==> src/poly_cmd_pkg.sv <==
/*
   Input token encoding for the polynomial engine.
   A token is either a command header or a 16-bit unsigned operand value.
   Opcodes outside op_stp, op_evp and op_rst are illegal and get st_bad_op.
*/
package poly_cmd_pkg;

   localparam int word_w = 16;   // token width
   localparam int op_w   = 8;    // opcode field width
   localparam int slot_w = 3;    // slot field width, A
   localparam int deg_w  = 5;    // degree field width, N

   // instruction codes keep the legacy numbering, code 2 is no longer used
   typedef enum logic [op_w-1:0]
   {
      op_stp = 8'd0,
      op_evp = 8'd1,
      op_rst = 8'd3
   } opcode_t;

   // header layout from the msb down
   typedef struct packed
   {
      logic [deg_w-1:0]  degree;   // N, may exceed the supported maximum
      logic [slot_w-1:0] slot;     // A
      opcode_t           opcode;
   } cmd_header_t;

   // the same 16 bits read either as a header or as an operand
   typedef union packed
   {
      cmd_header_t       hdr;
      logic [word_w-1:0] value;
   } token_u;

   typedef enum logic [1:0]
   {
      st_ok         = 2'd0,
      st_bad_op     = 2'd1,
      st_bad_degree = 2'd2,
      st_empty_slot = 2'd3
   } status_e;

endpackage

==> src/poly_pipe_pkg.sv <==
/*
   Pipeline types shared by the parser, coefficient bank and evaluator.
   Coefficients and x are unsigned 16 bits, results wrap modulo 2^32.
   Degree is limited to max_degree, so a slot holds max_degree+1 coefficients.
*/
package poly_pipe_pkg;

   import poly_cmd_pkg::*;

   localparam int num_slots  = 8;
   localparam int max_degree = 7;
   localparam int idx_w      = $clog2(max_degree + 1);   // coefficient index width
   localparam int result_w   = 32;
   localparam int stat_pad_w = result_w - 2 - deg_w - slot_w - op_w;

   typedef logic [max_degree:0][word_w-1:0] coef_vec_t;

   // one parsed command
   typedef struct packed
   {
      opcode_t           opcode;
      logic [slot_w-1:0] slot;
      logic [deg_w-1:0]  degree;
      coef_vec_t         operands;   // for EVP element 0 holds x
      status_e           err;
   } job_t;

   // job plus the coefficients read from the bank
   typedef struct packed
   {
      job_t      job;
      coef_vec_t coefs;
   } eval_job_t;

   // status word is {pad, err, degree, slot, opcode} from the msb down
   typedef struct packed
   {
      logic [result_w-1:0] result;
      logic [result_w-1:0] status;
   } out_pkt_t;

endpackage

==> src/cmd_parser.sv <==
/*
   Stage 1. Turns the token stream into one job per command.
   One token per cycle is accepted while no job is held. The job is valid
   the cycle after its last token, and tok_ready stays low until it leaves.
   STP with N > max_degree and illegal opcodes consume no operand tokens.
*/
`timescale 1ns/10ps
module cmd_parser
   import poly_cmd_pkg::*, poly_pipe_pkg::*;
(
   input  logic   clk,
   input  logic   rst,
   input  logic   tok_valid,
   input  token_u tok,
   output logic   tok_ready,
   output logic   job_valid,
   output job_t   job,
   input  logic   job_ready
);

   typedef enum logic [1:0] {s_idle, s_collect, s_hold} state_e;

   state_e           state;
   job_t             job_q;
   logic [idx_w-1:0] idx;        // next operand position
   logic [idx_w-1:0] last_idx;   // position of the final operand
   logic [idx_w:0]   n_ops;      // operand count of the header, 0 to 8
   status_e          hdr_err;
   logic             tok_take;

   assign tok_ready = (state != s_hold);
   assign job_valid = (state == s_hold);
   assign job       = job_q;
   assign tok_take  = tok_valid && tok_ready;

   // header decode, only meaningful while idle
   always_comb
   begin
      hdr_err = st_ok;
      n_ops   = '0;
      case (tok.hdr.opcode)
         op_stp:
         begin
            if (tok.hdr.degree <= deg_w'(max_degree))
               n_ops = (idx_w+1)'(tok.hdr.degree) + 1'b1;   // c_0 up to c_N
            else
               hdr_err = st_bad_degree;
         end
         op_evp:
         begin
            n_ops = 1;   // just x
         end
         op_rst:
         begin
            n_ops = '0;
         end
         default:
         begin
            hdr_err = st_bad_op;
         end
      endcase
   end

   always_ff @(posedge clk or negedge rst)
   begin
      if (!rst)
      begin
         state    <= s_idle;
         idx      <= '0;
         last_idx <= '0;
      end
      else
      begin
         case (state)
            s_idle:
            begin
               if (tok_take)
               begin
                  idx      <= '0;
                  last_idx <= idx_w'(n_ops - 1'b1);
                  state    <= (n_ops == 0) ? s_hold : s_collect;
               end
            end
            s_collect:
            begin
               if (tok_take)
               begin
                  if (idx == last_idx)
                     state <= s_hold;
                  else
                     idx <= idx + 1'b1;
               end
            end
            default:
            begin
               if (job_ready)
                  state <= s_idle;   // job handed to the bank
            end
         endcase
      end
   end

   always_ff @(posedge clk)
   begin
      if (state == s_idle && tok_take)
      begin
         job_q.opcode <= tok.hdr.opcode;
         job_q.slot   <= tok.hdr.slot;
         job_q.degree <= tok.hdr.degree;
         job_q.err    <= hdr_err;
      end
      else if (state == s_collect && tok_take)
      begin
         job_q.operands[idx] <= tok.value;
      end
   end

endmodule

==> src/coef_bank.sv <==
/*
   Stage 2. Holds num_slots coefficient sets with their degree and valid flag.
   STP and RST take effect on the edge that accepts the job, so a following
   EVP always sees them. ev_valid rises one cycle after a job is accepted.
   Coefficients above the stored degree are don't care.
*/
`timescale 1ns/10ps
module coef_bank
   import poly_cmd_pkg::*, poly_pipe_pkg::*;
(
   input  logic      clk,
   input  logic      rst,
   input  logic      job_valid,
   input  job_t      job,
   output logic      job_ready,
   output logic      ev_valid,
   output eval_job_t ev,
   input  logic      ev_ready
);

   coef_vec_t            coef_mem [num_slots];
   logic [idx_w-1:0]     deg_mem  [num_slots];
   logic [num_slots-1:0] slot_vld;   // slot has been stored since the last RST
   logic                 job_take;
   logic                 stp_ok;

   assign job_ready = !ev_valid || ev_ready;   // a held job stalls the parser
   assign job_take  = job_valid && job_ready;
   assign stp_ok    = (job.opcode == op_stp) && (job.err == st_ok);

   always_ff @(posedge clk or negedge rst)
   begin
      if (!rst)
      begin
         ev_valid <= 1'b0;
         slot_vld <= '0;
      end
      else
      begin
         if (job_take)
         begin
            ev_valid <= 1'b1;
            if (stp_ok)
               slot_vld[job.slot] <= 1'b1;
            else if (job.opcode == op_rst)
               slot_vld <= '0;   // empties every slot at once
         end
         else if (ev_ready)
         begin
            ev_valid <= 1'b0;
         end
      end
   end

   always_ff @(posedge clk)
   begin
      if (job_take && stp_ok)
      begin
         coef_mem[job.slot] <= job.operands;
         deg_mem[job.slot]  <= job.degree[idx_w-1:0];
      end
   end

   // outgoing job, EVP picks up the stored degree and coefficients
   always_ff @(posedge clk)
   begin
      if (job_take)
      begin
         ev.job   <= job;
         ev.coefs <= coef_mem[job.slot];
         if (job.opcode == op_evp)
         begin
            if (slot_vld[job.slot])
               ev.job.degree <= deg_w'(deg_mem[job.slot]);
            else
               ev.job.err <= st_empty_slot;
         end
      end
   end

endmodule

==> src/horner_eval.sv <==
/*
   Stage 3. Horner evaluation, acc = acc*x + c_i from c_N down to c_0.
   A good EVP gives out_valid degree+1 cycles after acceptance, every other
   job gives it after one cycle with result zero. Accepts a new job only
   when idle, so a held packet stalls the bank.
*/
`timescale 1ns/10ps
module horner_eval
   import poly_cmd_pkg::*, poly_pipe_pkg::*;
(
   input  logic      clk,
   input  logic      rst,
   input  logic      ev_valid,
   input  eval_job_t ev,
   output logic      ev_ready,
   output logic      out_valid,
   output out_pkt_t  out,
   input  logic      out_ready
);

   typedef enum logic [1:0] {s_idle, s_run, s_done} state_e;

   state_e              state;
   eval_job_t           ev_q;
   logic [result_w-1:0] acc;
   logic [result_w-1:0] x_ext;
   logic [idx_w-1:0]    step;   // index of the coefficient folded in last
   logic                ev_take;
   logic                good_evp;

   assign ev_ready  = (state == s_idle);
   assign out_valid = (state == s_done);
   assign ev_take   = ev_valid && ev_ready;
   assign good_evp  = (ev.job.opcode == op_evp) && (ev.job.err == st_ok);
   assign x_ext     = result_w'(ev_q.job.operands[0]);

   assign out.result = acc;
   assign out.status = {stat_pad_w'(0), ev_q.job.err, ev_q.job.degree,
                        ev_q.job.slot, ev_q.job.opcode};

   always_ff @(posedge clk or negedge rst)
   begin
      if (!rst)
      begin
         state <= s_idle;
         step  <= '0;
      end
      else
      begin
         case (state)
            s_idle:
            begin
               if (ev_take)
               begin
                  step  <= ev.job.degree[idx_w-1:0];
                  state <= (good_evp && ev.job.degree != 0) ? s_run : s_done;
               end
            end
            s_run:
            begin
               step <= step - 1'b1;
               if (step == 1)
                  state <= s_done;   // c_0 goes in on this edge
            end
            default:
            begin
               if (out_ready)
                  state <= s_idle;
            end
         endcase
      end
   end

   // the first step uses acc = 0, so it just loads c_N
   always_ff @(posedge clk)
   begin
      if (ev_take)
      begin
         ev_q <= ev;
         acc  <= good_evp ? result_w'(ev.coefs[ev.job.degree[idx_w-1:0]]) : '0;
      end
      else if (state == s_run)
      begin
         acc <= acc * x_ext + result_w'(ev_q.coefs[step - 1'b1]);   // wraps mod 2^32
      end
   end

endmodule

==> src/poly_engine.sv <==
/*
   Polynomial engine top level, parser to coefficient bank to evaluator.
   Every link is valid/ready. Up to three commands are in flight and
   back-pressure on out_ready stalls the stages in turn.
*/
`timescale 1ns/10ps
module poly_engine
   import poly_cmd_pkg::*, poly_pipe_pkg::*;
(
   input  logic     clk,
   input  logic     rst,
   input  logic     tok_valid,
   input  token_u   tok,
   output logic     tok_ready,
   output logic     out_valid,
   output out_pkt_t out,
   input  logic     out_ready
);

   logic      job_valid;
   logic      job_ready;
   job_t      job;
   logic      ev_valid;
   logic      ev_ready;
   eval_job_t ev;

   cmd_parser parser_i
   (
      .clk       (clk),
      .rst       (rst),
      .tok_valid (tok_valid),
      .tok       (tok),
      .tok_ready (tok_ready),
      .job_valid (job_valid),
      .job       (job),
      .job_ready (job_ready)
   );

   coef_bank bank_i
   (
      .clk       (clk),
      .rst       (rst),
      .job_valid (job_valid),
      .job       (job),
      .job_ready (job_ready),
      .ev_valid  (ev_valid),
      .ev        (ev),
      .ev_ready  (ev_ready)
   );

   horner_eval eval_i
   (
      .clk       (clk),
      .rst       (rst),
      .ev_valid  (ev_valid),
      .ev        (ev),
      .ev_ready  (ev_ready),
      .out_valid (out_valid),
      .out       (out),
      .out_ready (out_ready)
   );

endmodule

==> config.mk <==
export PLATFORM = sky130hd
export DESIGN_NAME = poly_engine
export DESIGN_NICKNAME = d
export VERILOG_FILES = /design/src/poly_cmd_pkg.sv /design/src/poly_pipe_pkg.sv /design/src/cmd_parser.sv /design/src/coef_bank.sv /design/src/horner_eval.sv /design/src/poly_engine.sv
export SDC_FILE = /design/constraint.sdc
export NUM_CORES = 2
export LEC_CHECK = 0
export ABC_AREA = 1
export BUFFER_PORTS_ARGS = -buffer_cell sky130_fd_sc_hd__buf_2
export CAP_MARGIN = 10
export CORE_MARGIN = 1.5
export CORE_UTILIZATION = 33
export DETAILED_ROUTE_END_ITERATION = 8
export GPL_TIMING_DRIVEN = 0
export PLACE_DENSITY_LB_ADDON = 0.08
export SLEW_MARGIN = 20
export SYNTH_ARGS = -nofsm -noshare
export SYNTH_HDL_FRONTEND = slang
export SYNTH_SLANG_ARGS = --single-unit
==> constraint.sdc <==
create_clock -name clk -period 15.85 [get_ports clk]
set_input_delay 1.585 -clock clk [delete_from_list [all_inputs] [get_ports clk]]
set_output_delay 1.585 -clock clk [all_outputs]
set_load 0.005 [all_outputs]
# Word-level counts from Yosys, hierarchy flattened
# Memory sizes are Yosys's and may differ from the RTL's. A register that Yosys moved wholly into a read port is not among the register bits.
# Cells that the tools add are included.
[classes]
addsub = 5
mul = 1
order_cmp = 7
eq_ne = 18
n_mux = 46
bitwise = 2
reduce_logical = 36
[ops]
columns = ["operator", "n"]
rows = [
  ["128-bit bitwise mux", 1],
  ["16-bit binary-select mux with 3-bit select", 2],
  ["16-bit 2-to-1 mux", 4],
  ["32-bit 2-to-1 mux", 2],
  ["16-bit demux with 3-bit select", 1],
  ["32-bit by 16-bit adder with 32-bit output", 1],
  ["32-bit by 16-bit multiplier with 32-bit output", 1],
  ["8-bit by 1-bit == test with 1-bit output, second input constant", 3],
  ["2-bit 2-to-1 mux", 12],
  ["8-bit by 2-bit == test with 1-bit output, second input constant", 2],
  ["8-bit zero test", 2],
  ["3-bit by 4-bit less-than comparator with 1-bit output, second input constant", 4],
  ["8-bit 2-to-1 mux", 2],
  ["3-bit 2-to-1 mux", 5],
  ["2-bit case mux with 2 select lines", 3],
  ["3-bit case mux with 2 select lines", 2],
  ["1-bit logical AND", 11],
  ["5-bit 2-to-1 mux", 2],
  ["2-bit by 1-bit inequality test with 1-bit output, second input constant", 5],
  ["2-bit nonzero test", 5],
  ["2-bit zero test", 4],
  ["8-bit OR", 1],
  ["4-bit case mux with 2 select lines", 1],
  ["2-bit AND reduction", 4],
  ["23 further kinds", 35],
]
[totals]
reg_bits = 396
ram_bits = 1048
output_inout_bits = 66
wordCells = 155
memories = 2
[mem_list]
columns = ["memory", "words", "width", "read_ports", "rd_clocked_by_memory_dff", "write_ports", "line_no", "text"]
rows = [
  ["bank_i.coef_mem", 8, 128, 1, 1, 1, "coef_bank.sv:21", "coef_vec_t coef_mem [num_slots];"],
  ["bank_i.deg_mem", 8, 3, 1, 1, 1, "coef_bank.sv:22", "logic [idx_w-1:0] deg_mem [num_slots];"],
]

# Logic depth before layout (Yosys ltp)
[depth]
depth_word = 7
depth_mapped = 30
mapped_depth_nobuf = 27

# By module
# From an unflattened synthesis, not the netlist that was laid out.
[unflattened]
hier_cells = 5636
area_unflattened_um2 = 73994.7
[by_module_without_submodules]
columns = ["module", "n_inst", "cells_each", "area_each_um2", "seq_area_each_um2"]
rows = [
  ["coef_bank", 1, 2877, 47291.6, 39923.3],
  ["horner_eval", 1, 2505, 21623.2, 5950.7],
  ["cmd_parser", 1, 254, 5079.9, 4584.4],
]

# Least setup slack after synthesis
# No wires, ideal clock.
[synth_timing]
path_kind = "reg2reg"
from = "reg eval_i.state[0]"
to = "mem bank_i.coef_mem[0][0] in the netlist's numbering, enable pin"
setup_ps = 625
t_arrival_ps = 13938
required_time_ps = 15225
path_slack_ps = 1287
stages_incl_launch_ff = 8
cell_sequence = "dfrtp_1 nor2_1 nor2_1 nor2_1 inv_1 nor4_1 nand4_1 nor2_1"
[synth_between]
elab_chain_len = 6
[synth_rtl]
columns = ["element", "line_no", "text"]
rows = [
  ["start: declaration", "horner_eval.sv:23", "state_e state;"],
  ["start signal: assignment", "horner_eval.sv:45", "state <= s_idle;"],
  ["start signal: assignment", "horner_eval.sv:56", "state <= (good_evp && ev.job.degree != 0) ? s_run : s_done;"],
  ["start signal: assignment", "horner_eval.sv:63", "state <= s_done;"],
  ["2-bit zero test", "horner_eval.sv:31", "assign ev_ready = (state == s_idle);"],
  ["1-bit logical OR", "coef_bank.sv:27", "assign job_ready = !ev_valid || ev_ready;"],
  ["1-bit logical AND", "coef_bank.sv:28", "assign job_take = job_valid && job_ready;"],
  ["net bank_i.job_take", "coef_bank.sv:24", "logic job_take;"],
  ["1-bit logical AND", "coef_bank.sv:57", "if (job_take && stp_ok)"],
  ["1-bit 2-to-1 mux", "coef_bank.sv:57", ""],
  ["1-bit 2-to-1 mux (implied by the code)", "coef_bank.sv:59", "coef_mem[job.slot] <= job.operands;"],
  ["end: declaration", "coef_bank.sv:21", ""],
]
# The timed path passes the listed nets, and every way through them passes these cells.

# Worst setup path after layout
[layout_timing]
from = "reg eval_i.step[0]"
to = "reg eval_i.acc[21], data pin"
[layout_between]
elab_chain_len = 6
[layout_rtl]
columns = ["element", "line_no", "text"]
rows = [
  ["start: declaration", "horner_eval.sv:27", "logic [idx_w-1:0] step;"],
  ["start signal: assignment", "horner_eval.sv:55", "step <= ev.job.degree[idx_w-1:0];"],
  ["start signal: assignment", "horner_eval.sv:61", "step <= step - 1'b1;"],
  ["3-bit by 1-bit subtractor with 3-bit output", "horner_eval.sv:84", "acc <= acc * x_ext + result_w'(ev_q.coefs[step - 1'b1]);"],
  ["16-bit binary-select mux with 3-bit select", "horner_eval.sv:84", ""],
  ["16-bit 2-to-1 mux (implied by the code)", "horner_eval.sv:84", ""],
  ["32-bit by 16-bit adder with 32-bit output", "horner_eval.sv:84", ""],
  ["32-bit 2-to-1 mux", "horner_eval.sv:82", "else if (state == s_run)"],
  ["32-bit 2-to-1 mux", "horner_eval.sv:77", "if (ev_take)"],
  ["end signal: assignment", "horner_eval.sv:80", "acc <= good_evp ? result_w'(ev.coefs[ev.job.degree[idx_w-1:0]]) : '0;"],
  ["end signal: assignment", "horner_eval.sv:84", ""],
  ["end: declaration", "horner_eval.sv:25", "logic [result_w-1:0] acc;"],
]
# No other way between the ends. The select of a mux whose other input is x is not followed.
# A chain may end at the register's enable or synchronous reset.

==> results.toml <==
[run_status]
status = "finished, final reports clean"

[global_route]
grt_pass1_vias = 43296
grt_first_pass_wirelength_um = 341000
antenna_found_initial = 20
gr-total-overflow = 0
grt_usage_pct = 23.1
grt_max_degree = 50

[synth]
synth_top_area_share_pct = 66.9
synth.distinct_cells = 47
synth-seq-cells = 1575
ys_seq_area_share_pct = 67.8
synth_edf_count = 1550
ys.flop_type = "edfxtp_1"
async_flop_share_pct = 1.40
synth_area_per_cell_um2 = 13.6
synth_top_area_cell = "edfxtp_1"
syn_area_mm2 = 0.0696
yosys_warnings = 0
netlist_instances = 5125
yosys-top-cells-area = "edfxtp_1 (67%), fa_1 (9.2%), nand2_1 (4.8%)"

[timing]
drv_slew = 0
worst_pin_slew_ns = 1.26
setup_viol = 0
hold_viol = 0
period_needed_ns = 8.61
grt_setup_unrepaired = "false"
fmax_mhz = 116
finalSetupTns_ns = 0
fin_crit_sh_pct = 54.3
relSlewSlack_pct = 14.9
clock_skew_ns = 0.0279
holdWs_ns = 0.412

[worst_setup_path]
crit_family = "adder cells"
path_class = "reg -> reg"
cp.required_ns = 16.40
cpPeakStageDelay_ns = 0.89
ff2ff_path_depth = 26
cp.arrival_ns = 9.17
timing.rr.start = "eval_i.step[0]"
crit_fanout = 10
reg2reg_to = "eval_i.acc[21]"
crit_buf_inv = 9
cp-start-kind = "flop"
r2r_slack_ns = 7.24
cp-end-kind = "flop"
cp_common_cell = "inv_1"
critPathSlowestCell = "xnor2_1"

[die]
die_area_mm2 = 0.214
die_x_um = 462
core_mm2 = 0.210
num_io_pins = 86
die_h_um = 462
start_util_pct = 33.2
num_rows = 168

[drt]
drt.antenna.violating_nets = 0
drt-total-wl_um = 244000
wl_per_cell_um = 29.0
avgViaCountPerCell = 5.06
vias = 42592
drtIter0Drc = 3836
drt_first_pass_iters = 6
drc_errors = 0

[layout]
final_nets = 5904
layout_common_cells = "edfxtp_1 (1550), nand2_1 (887), inv_1 (726)"
layout_commonest_cell = "edfxtp_1"
final_cell_area_mm2 = 0.0812
finalNonFillerCells = 8419
area_growth_pct = 16.8
drive_gt1_share_pct = 9.52

[cts]
clock_latency_ns = 0.81
cts_buffer_depth = 3
cts.hold.buffers_added = 0
root_buffer = "clkbuf_16"
htreeDepth = 4
numCtsBuffers = 167
cts-resized-gates = 0
clkTransAtPathRegs_ns = 0.07
cts_setup_buffers = 0
cts_tree = "done"
cts_sinks = 1575

[place]
dp.cells = 8113
port_buffers = 71
placed_cell_area_mm2 = 0.0760
gp_congestion = 0.899
dp_hpwl_um = 177000

[job]
cap_violations = 0

[min_path]
hp-start = "bank_i.ev[140]"
hold_end = "eval_i.ev_q[140]"
holdPathStages = 0
hp-class = "reg -> reg"
[registers in the layout, indices dropped and copies added (netlist names), 8 cells and up, named ones only]
| register | flops |
|---|---|
| bank_i.coef_mem | 1024 |
| bank_i.ev | 162 |
| parser_i.job | 146 |
| eval_i.ev_q | 144 |
| eval_i.acc | 32 |
| bank_i.deg_mem | 24 |
| eval_i.out | 18 |
| bank_i.slot_vld | 8 |
[metal layers]
metal | routed length, um | GRT usage (%) | vias up
met3 | 12300 | 3.04 | 266
met2 | 118000 | 38.5 | 1282
li1 | - | - | 18682
met4 | 5980 | 5.92 | 4
met5 | 31 | 0 | -
met1 | 108000 | 31.7 | 22358
[worst reg2reg max path, stage by stage, from the launching register on]
cell and delay, ns:
dfrtp_1 0.39, clkbuf_1 0.40, inv_1 0.13, clkbuf_1 0.25
clkbuf_1 0.35, ha_1 0.32, xnor2_1 0.89, clkbuf_1 0.72
o221ai_1 0.27, o21ai_1 0.59, fa_1 0.56, inv_1 0.09
fa_1 0.45, fa_1 0.55, inv_1 0.06, fa_1 0.54
inv_1 0.08, ha_1 0.39, nand2_1 0.17, nor3_1 0.30
nand2_1 0.08, nand3_1 0.21, a21oi_1 0.15, o21ai_0 0.26
nand2_1 0.08, inv_1 0.06, nor2_1 0.04
[area by class of cell]
cell class                      instances  area, um2
Multi-Input combinational cell       2550      18600
Sequential cell                      1575      47200
Clock inverter                         73        578
Timing Repair Buffer                  170       2730
Buffer                                280       1260
Clock buffer                          230       4650
Fill cell                           19994     128000
Antenna cell                            3       7.51
Tap cell                             2805       3510
Inverter                              733       2750
[worst max path at each step]
stage	end	depth (start not counted)	from	slack (ns)
floorplan	bank_i.coef_mem[0][0]	7	eval_i.state[0]	1.29
detailed placement	eval_i.acc[21]	26	eval_i.step[0]	7.46
global route	eval_i.acc[21]	26	eval_i.step[0]	6.87
finish	eval_i.acc[21]	26	eval_i.step[0]	7.24
global placement	bank_i.coef_mem[1][46]	7	eval_i.state[0]	-14.64
CTS	eval_i.acc[21]	26	eval_i.step[0]	7.40
[per-stage QoR]
step	setup slack (ns)	utilization (%)
final	7.24	38.8
after global routing	6.87	38.8
after CTS	7.40	38.8
after detailed placement	7.46	36.3
after global placement	-14.64	35.1
after floorplan	1.29	-
[cells by family after synthesis]
logic type      after synthesis  share of synthesized area, %
compound gates              764                          7.64
xor+xnor                      9                         0.113
fa+ha+maj                   407                          10.8
buf+inv                    1013                          5.72
flops                      1575                          67.8
other cells                   1                       0.00539
simple gates               1356                          7.96
[cell usage after synthesis, drive strengths merged (7+ instances only)]
| library cell | n |
|---|---|
| a31oi | 8 |
| nor4 | 7 |
| o21ba | 8 |
| buf | 106 |
| dfrtp | 22 |
| nand4 | 103 |
| a221oi | 117 |
| o221ai | 43 |
| nand3 | 94 |
| o22ai | 16 |
| fa | 319 |
| clkbuf | 174 |
| nand2 | 887 |
| nor3 | 10 |
| ha | 88 |
| a22o | 84 |
| a22oi | 159 |
| edfxtp | 1550 |
| o21bai | 7 |
| inv | 730 |
| a21oi | 75 |
| nor2 | 245 |
| o21ai | 220 |
Power is left out: the tool's default activity adds up to more than one toggle a clock period on the data nets, which glitch-free logic cannot reach.
